[src/pov_geom_pkg.sv]
package pov_geom_pkg;

    // panel and rotor geometry
    localparam int NUM_ROWS  = 16;           // leds per column
    localparam int NUM_COLS  = 64;           // columns per revolution slice
    localparam int SCAN_RATE = NUM_COLS / 2; // pairs per sweep, c and c+32
    localparam int ROT_RES   = 256;          // angle steps per turn

    typedef logic [$clog2(ROT_RES)-1:0]   theta_t;   // rotor angle step
    typedef logic [$clog2(SCAN_RATE)-1:0] col_idx_t; // pair index 0..31

    // 3/3/3 colour, red on top bits
    typedef struct packed {
        logic [2:0] red;
        logic [2:0] green;
        logic [2:0] blue;
    } pixel_t;

    // one full column, row 0 in the low bits
    typedef pixel_t [NUM_ROWS-1:0] column_t;

    // what goes out to the panel pins each cycle
    typedef struct packed {
        pixel_t   pix_top;  // pixel of column c
        pixel_t   pix_bot;  // pixel of column c+32
        logic     shift_en; // row valid this cycle
        logic     latch;    // column done, addr valid
        col_idx_t addr;     // pair being latched
    } panel_t;

endpackage

[src/pov_ctrl_pkg.sv]
package pov_ctrl_pkg;

    // image source select
    typedef enum logic [1:0] {
        MODE_CYLINDER = 2'd0,
        MODE_SPHERE   = 2'd1,
        MODE_CUBE     = 2'd2,
        MODE_OFF      = 2'd3
    } mode_t;

    // driver fsm
    typedef enum logic [1:0] {
        S_REQ,   // first request out of reset
        S_WAIT,  // waiting on the answer
        S_SHIFT, // rows going out
        S_LATCH  // address strobe
    } scan_state_t;

    // answer from frame manager to driver
    typedef struct packed {
        pov_geom_pkg::column_t  col_a; // column c
        pov_geom_pkg::column_t  col_b; // column c+32
        pov_geom_pkg::col_idx_t index; // pair number
        logic                   skip;  // masked off, columns meaningless
    } col_pair_t;

endpackage

[src/col_calc.sv]
module col_calc (
    input  pov_geom_pkg::theta_t                 dtheta,
    output logic [pov_geom_pkg::SCAN_RATE-1:0]   mask
);
    import pov_geom_pkg::*;

    // scanline refresh mask
    // a pair whose low index bits line up with the angle step
    // would just repeat what the previous step drew, so skip it
    // and spend the shift time on the other three quarters

    always_comb begin
        logic [1:0] lo; // low index bits of pair i
        for (int i = 0; i < SCAN_RATE; i++) begin
            lo = 2'(i);
            mask[i] = (lo != dtheta[1:0]); // set = refresh this pair
        end
    end

endmodule

[src/cube_gen.sv]
module cube_gen (
    input  pov_geom_pkg::theta_t        dtheta,
    input  pov_geom_pkg::col_idx_t      index,
    output pov_geom_pkg::column_t [1:0] pair
);
    import pov_geom_pkg::*;

    logic [$clog2(NUM_COLS)-1:0] col_num [2];

    assign col_num[0] = {1'b0, index};
    assign col_num[1] = {1'b1, index}; // far side of the rotor

    // wire frame box, rows 2..13 by columns 8..24
    always_comb begin
        col_idx_t cc;      // folded column
        logic     in_box;  // inside the bounding box
        logic     on_edge; // on one of the four sides
        for (int k = 0; k < 2; k++) begin
            cc = col_idx_t'(col_num[k]);
            for (int r = 0; r < NUM_ROWS; r++) begin
                in_box  = (r >= 2) && (r <= 13) && (cc >= 8) && (cc <= 24);
                on_edge = (r == 2) || (r == 13) || (cc == 8) || (cc == 24);
                if (in_box && on_edge) begin
                    pair[k][r].red   = dtheta[6:4]; // faster colour cycling than sphere
                    pair[k][r].green = 3'd0;
                    pair[k][r].blue  = 3'd7;
                end else begin
                    pair[k][r] = '0; // hollow inside, dark outside
                end
            end
        end
    end

endmodule

[src/frame_manager.sv]
module frame_manager (
    input  logic                    clk_in,
    input  logic                    rst_in,
    input  logic                    req,
    input  pov_ctrl_pkg::mode_t     mode,
    input  pov_geom_pkg::theta_t    dtheta,
    output logic                    ans_valid,
    output pov_ctrl_pkg::col_pair_t ans
);
    import pov_geom_pkg::*;
    import pov_ctrl_pkg::*;

    col_idx_t             pair_cnt;    // next pair in the sweep
    theta_t               last_theta;  // angle at previous req
    col_idx_t             cur_idx;     // pair answered for this req
    logic [SCAN_RATE-1:0] mask;        // refresh mask for current angle
    column_t [1:0]        sphere_pair;
    column_t [1:0]        cube_pair;
    col_pair_t            next_ans;    // answer being built

    // new angle means a new sweep from pair 0
    assign cur_idx = (dtheta != last_theta) ? '0 : pair_cnt;

    col_calc col_calc_i (
        .dtheta (dtheta),
        .mask   (mask)
    );

    sphere_gen sphere_gen_i (
        .dtheta (dtheta),
        .index  (cur_idx),
        .pair   (sphere_pair)
    );

    cube_gen cube_gen_i (
        .dtheta (dtheta),
        .index  (cur_idx),
        .pair   (cube_pair)
    );

    // pick the image source
    always_comb begin
        next_ans.index = cur_idx;
        next_ans.skip  = ~mask[cur_idx]; // masked pairs go out as skip
        next_ans.col_a = '0;
        next_ans.col_b = '0;
        case (mode)
            MODE_CYLINDER: begin
                // same colour all round, only row dependent
                for (int r = 0; r < NUM_ROWS; r++) begin
                    next_ans.col_a[r].red   = 3'(r >> 1);
                    next_ans.col_a[r].green = dtheta[7:5];
                    next_ans.col_a[r].blue  = 3'd1;
                end
                next_ans.col_b = next_ans.col_a; // both sides identical
            end
            MODE_SPHERE: begin
                next_ans.col_a = sphere_pair[0];
                next_ans.col_b = sphere_pair[1];
            end
            MODE_CUBE: begin
                next_ans.col_a = cube_pair[0];
                next_ans.col_b = cube_pair[1];
            end
            MODE_OFF: begin
                next_ans.col_a = '0; // blank panel
                next_ans.col_b = '0;
            end
            default: begin
                next_ans.col_a = '0;
                next_ans.col_b = '0;
            end
        endcase
    end

    // sweep bookkeeping
    always_ff @(posedge clk_in) begin
        if (rst_in) begin
            ans_valid  <= 1'b0;
            pair_cnt   <= '0;
            last_theta <= '0;
        end else begin
            ans_valid <= req; // answer exactly one cycle after req
            if (req) begin
                pair_cnt   <= col_idx_t'(cur_idx + 1'b1); // wraps at 32
                last_theta <= dtheta;
            end
        end
    end

    // answer payload
    always_ff @(posedge clk_in) begin
        if (req) begin
            ans <= next_ans;
        end
    end

endmodule

[src/hub75_scan.sv]
module hub75_scan (
    input  logic                    clk_in,
    input  logic                    rst_in,
    input  logic                    hold,
    input  logic                    ans_valid,
    input  pov_ctrl_pkg::col_pair_t ans,
    output logic                    req,
    output pov_geom_pkg::panel_t    panel
);
    import pov_geom_pkg::*;
    import pov_ctrl_pkg::*;

    scan_state_t                 state;
    col_pair_t                   pair_q; // pair being shown
    logic [$clog2(NUM_ROWS)-1:0] row;    // next row to shift

    always_ff @(posedge clk_in) begin
        if (rst_in) begin
            state <= S_REQ;
            req   <= 1'b0;
            row   <= '0;
        end else begin
            req <= 1'b0; // single cycle pulse unless set below
            case (state)
                S_REQ: begin
                    req   <= 1'b1; // first pair after reset
                    state <= S_WAIT;
                end
                S_WAIT: begin
                    if (ans_valid) begin
                        if (ans.skip) begin
                            req <= 1'b1; // masked pair, ask for the next one
                        end else begin
                            row   <= '0;
                            state <= S_SHIFT;
                        end
                    end
                end
                S_SHIFT: begin
                    // hold freezes the row pointer
                    if (!hold) begin
                        if (row == NUM_ROWS - 1) begin
                            state <= S_LATCH;
                        end else begin
                            row <= row + 1'b1;
                        end
                    end
                end
                S_LATCH: begin
                    req   <= 1'b1; // next pair right after the strobe
                    state <= S_WAIT;
                end
                default: begin
                    state <= S_REQ;
                end
            endcase
        end
    end

    // take the pair only when it is going to be shown
    always_ff @(posedge clk_in) begin
        if (state == S_WAIT && ans_valid && !ans.skip) begin
            pair_q <= ans;
        end
    end

    // panel pins
    always_comb begin
        panel.pix_top  = pair_q.col_a[row];
        panel.pix_bot  = pair_q.col_b[row];
        panel.shift_en = (state == S_SHIFT) && !hold; // back-pressure
        panel.latch    = (state == S_LATCH);
        panel.addr     = pair_q.index;
    end

endmodule

[src/pov_top.sv]
module pov_top (
    input  logic                 clk_in,
    input  logic                 rst_in,
    input  logic                 hold,
    input  pov_ctrl_pkg::mode_t  mode,
    input  pov_geom_pkg::theta_t dtheta,
    output pov_geom_pkg::panel_t panel
);
    import pov_ctrl_pkg::*;

    logic      req;       // driver asks for a pair
    logic      ans_valid; // pair ready
    col_pair_t ans;

    // image side, picks and masks column pairs
    frame_manager frame_manager_i (
        .clk_in    (clk_in),
        .rst_in    (rst_in),
        .req       (req),
        .mode      (mode),
        .dtheta    (dtheta),
        .ans_valid (ans_valid),
        .ans       (ans)
    );

    // panel side, shifts and latches
    hub75_scan hub75_scan_i (
        .clk_in    (clk_in),
        .rst_in    (rst_in),
        .hold      (hold),
        .ans_valid (ans_valid),
        .ans       (ans),
        .req       (req),
        .panel     (panel)
    );

endmodule

[src/sphere_gen.sv]
module sphere_gen (
    input  pov_geom_pkg::theta_t        dtheta,
    input  pov_geom_pkg::col_idx_t      index,
    output pov_geom_pkg::column_t [1:0] pair
);
    import pov_geom_pkg::*;

    // full 0..63 column number for both halves of the pair
    logic [$clog2(NUM_COLS)-1:0] col_num [2];

    assign col_num[0] = {1'b0, index}; // column c
    assign col_num[1] = {1'b1, index}; // column c+32, opposite side

    // disc of radius rows/2 centred on the panel, evaluated per pixel
    always_comb begin
        int       dr;  // row offset from centre
        int       dc;  // column offset from centre
        col_idx_t cc;  // column folded into the sweep
        for (int k = 0; k < 2; k++) begin
            cc = col_idx_t'(col_num[k]);          // mod 32
            dc = int'(cc) - SCAN_RATE / 2;
            for (int r = 0; r < NUM_ROWS; r++) begin
                dr = r - NUM_ROWS / 2;
                if (dr * dr + dc * dc < (NUM_ROWS / 2) * (NUM_ROWS / 2)) begin
                    pair[k][r].red   = dtheta[7:5];   // tint rotates with angle
                    pair[k][r].green = 3'd7;
                    pair[k][r].blue  = 3'(r >> 1);    // vertical gradient
                end else begin
                    pair[k][r] = '0;                  // outside the sphere
                end
            end
        end
    end

endmodule

[config.mk]
export PLATFORM = sky130hd
export DESIGN_NAME = pov_top
export DESIGN_NICKNAME = d
export VERILOG_FILES = /design/src/pov_geom_pkg.sv /design/src/pov_ctrl_pkg.sv /design/src/col_calc.sv /design/src/cube_gen.sv /design/src/frame_manager.sv /design/src/hub75_scan.sv /design/src/pov_top.sv /design/src/sphere_gen.sv
export SDC_FILE = /design/constraint.sdc
export NUM_CORES = 1
export LEC_CHECK = 0
export ABC_AREA = 1
export ABC_CLOCK_PERIOD_IN_PS = 17900
export BUFFER_PORTS_ARGS = -buffer_cell sky130_fd_sc_hd__buf_2
export CORE_UTILIZATION = 35
export DETAILED_ROUTE_END_ITERATION = 6
export GPL_TIMING_DRIVEN = 0
export RECOVER_POWER = 50
export REMOVE_ABC_BUFFERS = 1
export SLEW_MARGIN = 20
export SYNTH_ARGS = -nofsm -noshare
export SYNTH_HDL_FRONTEND = slang
export SYNTH_SLANG_ARGS = --single-unit
[constraint.sdc]
create_clock -name clk_in -period 17.9 [get_ports clk_in]
set_input_delay 3.58 -clock clk_in [delete_from_list [all_inputs] [get_ports clk_in]]
set_output_delay 3.58 -clock clk_in [all_outputs]
set_load 0.01 [all_outputs]
==> flow_summary.ini <==
[timing]
final_critical_path_setup_slack_ns = 6.94
max_clock_freq_mhz = 91.2
maxSlewHeadroom = -1.08
tightest_slew_ns = 3.12
period_share = 0.612
timing.setup.tns_ns = 0
timing_max_transition_violations_final = 97
timing.final.setup_violations = 0
hold_viol = 0
grt_setup_unrepaired = no
finClkSkew_ns = 0.0102
period_minus_slack_ns = 10.96

[global_routing]
grt_overflow_total = 0
grtUsageMet3 = 0.0164
groute.layer.met1.usage = 0.227
grt-busiest-layer = met2
grt_first_pass_wirelength_um = 44700
met2_usage = 0.294
vias_in_the_first_global_route = 8171
pin_count_of_the_biggest_net_entering_global_routing = 61
global_route.usage.total = 0.170
antenna_found_initial = 0

[cts]
tritoncts_buffers = 20
cts-root-buf = clkbuf_16
post_cts_buffers = 0
cts_num_sinks = 202
insertion_delay_ns = 0.48
ctsHtreeMaxLevel = 1
clk_transition_reported_paths_ns = 0.06
clock_tree.buffer_depth = 3
cts_resized = 0
postCtsHoldBufs = 0
cts_tree = yes

[min_path]
hp-class = register to register

[detailed_routing]
route.final.wire_length_um = 28200
routedWlPerCell_um = 16.2
routed_via_density = 4.95
length_of_the_first_detailed_routing_pass_in_iterations = 7
detailedRoute.firstIterationViolations = 695
drcViolationCount = 0
number_of_nets_still_failing_antenna_checks_after_routing = 0
routed_via_count = 8651

[layout]
finalCoreUtilization = 0.392
nNetsFinal = 1359
layout-area-overhead-vs-synth_pct = 10.2
mostFrequentLayoutCell = nand2_1
drive_gt1_frac = 0.139
final_cell_mix = nand2_1, edfxtp_1, inv_1
antenna_cells = 0

[power]
power_density_nw_per_um2 = 106
worst_ir_drop_vdd_v = 0.0000689
power.static_leakage_nw = 5.40

[critical_path]
worstSetupStartpoint = dtheta[6]
critical_path_depth = 33
worstPathArrival_ns = 11.30
element_type_at_the_critical_path_start = input port
reg2reg_to = frame_manager_i.ans[103]
worst-r2r-cell-count = 30
crit_path_largest_cell_delay_ns = 0.66
critPathKind = input port to register
end_kind = register
regToRegSetupSlack_ns = 9.99
slowest_stage_cell_cp = ha_1
crit_path_frequent_cell = nand2_1
worstPathMaxFanout = 13
critPathRequiredTime_ns = 18.24
setup.worst_path.end = frame_manager_i.ans[103]
crit_family = simple AND/OR/NAND/NOR gates
critical_path.n_buffers_inverters = 6
crit-reg2reg-launch = frame_manager_i.last_theta[4]

[floorplan]
initial_utilization = 0.356
design.die.area_um2 = 33900
die_w_um = 184
dieHeight_um = 184
placeableCoreArea_um2 = 32600
io_pins = 38
num_rows = 66

[place]
io_buffers = 37
detailedPlace.worstSlack_ns = 6.52
detailed_place_hpwl_um = 20300
gp_congestion = 0.898

[yosys]
portion_of_synthesized_cell_area_occupied_by_the_leading_cell_type = 0.468
fraction_of_the_yosys_area_taken_by_sequential_cells = 0.504
synth_cell_type_count = 58
post_synth.cell_area_avg_um2 = 9.17
post-synth-top-area-cell = edfxtp_1
number_of_warning_messages_in_the_yosys_log = 0
syn_area_um2 = 11600
synthTopCellsByArea = edfxtp_1, nand2_1, inv_1
syn_inst = 1267
seq_cells_post_synth = 202

[job]
cap_viol_max_count = 2

[run_status]
violations = capacitance limit, slew limit
outcome = complete, but fails checks
[worst register-to-register path, delay by kind of cell, from the launching register on]
family	cells	cell delay, ns
and+or+nand+nor	16	3.27
adders and majority gates	6	3.02
buffers and inverters	4	0.52
AOI/OAI and AO/OA	2	0.33
DFF	1	0.32
xor gates and xnor gates	2	0.30
[registers in the layout, summed over array words and instances, names as in the netlist]
signal,cells
frame_manager_i.pair_cnt,5
hub75_scan_i.pair_q,85
hub75_scan_i.state,2
hub75_scan_i.panel,5
frame_manager_i.last_theta,8
hub75_scan_i.row,4
frame_manager_i.ans,91
frame_manager_i.ans_valid,1
hub75_scan_i.req,1
[synth_stat cells (all sizes together)]
cell,instances
inv,141
xor2,28
a21boi,2
nand2,354
a22oi,2
a21oi,51
o31ai,2
buf,25
a221o,2
a41oi,1
nand4,14
nor3,6
a211oi,2
nand3b,2
nand3,105
a31oi,4
dfxtp,21
o311ai,1
fa,15
o21bai,1
nor4,4
and3,1
ha,35
o22ai,5
o41ai,1
and2,1
or2,5
o2111ai,2
o21ai,70
clkinv,5
xnor2,1
a22o,1
clkbuf,16
o211ai,6
edfxtp,181
a2111oi,2
nor2,147
a221oi,5
[kinds of logic (layout without fill, tap and decap cells)]
logic type	count (synthesis)	after routing	synth area share
compound gates	160	160	0.0803
simple gates	639	639	0.261
fa+ha+maj	50	50	0.0635
buf+inv	187	224	0.0669
flops	202	202	0.504
xor+xnor	29	29	0.0241
[where the power goes]
group	switching, mW	internal, mW
clock	0.159	0.224
combinational	0.194	0.0846
sequential	0.0561	0.635
total	0.409	0.944
[area by class of cell]
cell class	count	area, um^2
Fill cell	3240	19800
Sequential cell	202	5860
Inverter	146	548
Timing Repair Buffer	48	256
Multi-Input combinational cell	878	5000
Clock buffer	30	589
Tap cell	442	553
[stage by stage]
stage                     instances  hold slack, ns  instance area (um^2)  power (mW)
after detailed placement       1716           0.405                 12300       0.981
after global placement         1705           0.400                 12100       0.974
after global routing           1746           0.422                 12800        1.43
after CTS                      1746           0.411                 12900        1.36
final                          1746           0.406                 12800        1.35
after floorplan                1226           0.400                 11400       0.861
[per-layer routing]
layer  vias up  wire length, um
met1      4039            12500
li1       4289                -
met2       281            13600
met3        42             1430
met4         0              622
met5         -                0
[how the worst min path moves through the flow]
| stage | depth (start not counted) | endpoint | from | slack, ns |
|---|---|---|---|---|
| after global placement | 0 | hub75_scan_i.pair_q[128] | frame_manager_i.ans[182] | 0.40 |
| final | 0 | hub75_scan_i.pair_q[68] | frame_manager_i.ans[212] | 0.41 |
| after detailed placement | 0 | hub75_scan_i.pair_q[118] | frame_manager_i.ans[190] | 0.40 |
| after global routing | 0 | hub75_scan_i.pair_q[68] | frame_manager_i.ans[212] | 0.42 |
| after floorplan | 0 | hub75_scan_i.pair_q[105] | frame_manager_i.ans[105] | 0.40 |
| after CTS | 0 | hub75_scan_i.pair_q[68] | frame_manager_i.ans[212] | 0.41 |
Note: power is estimated with default switching activity, not from simulation.
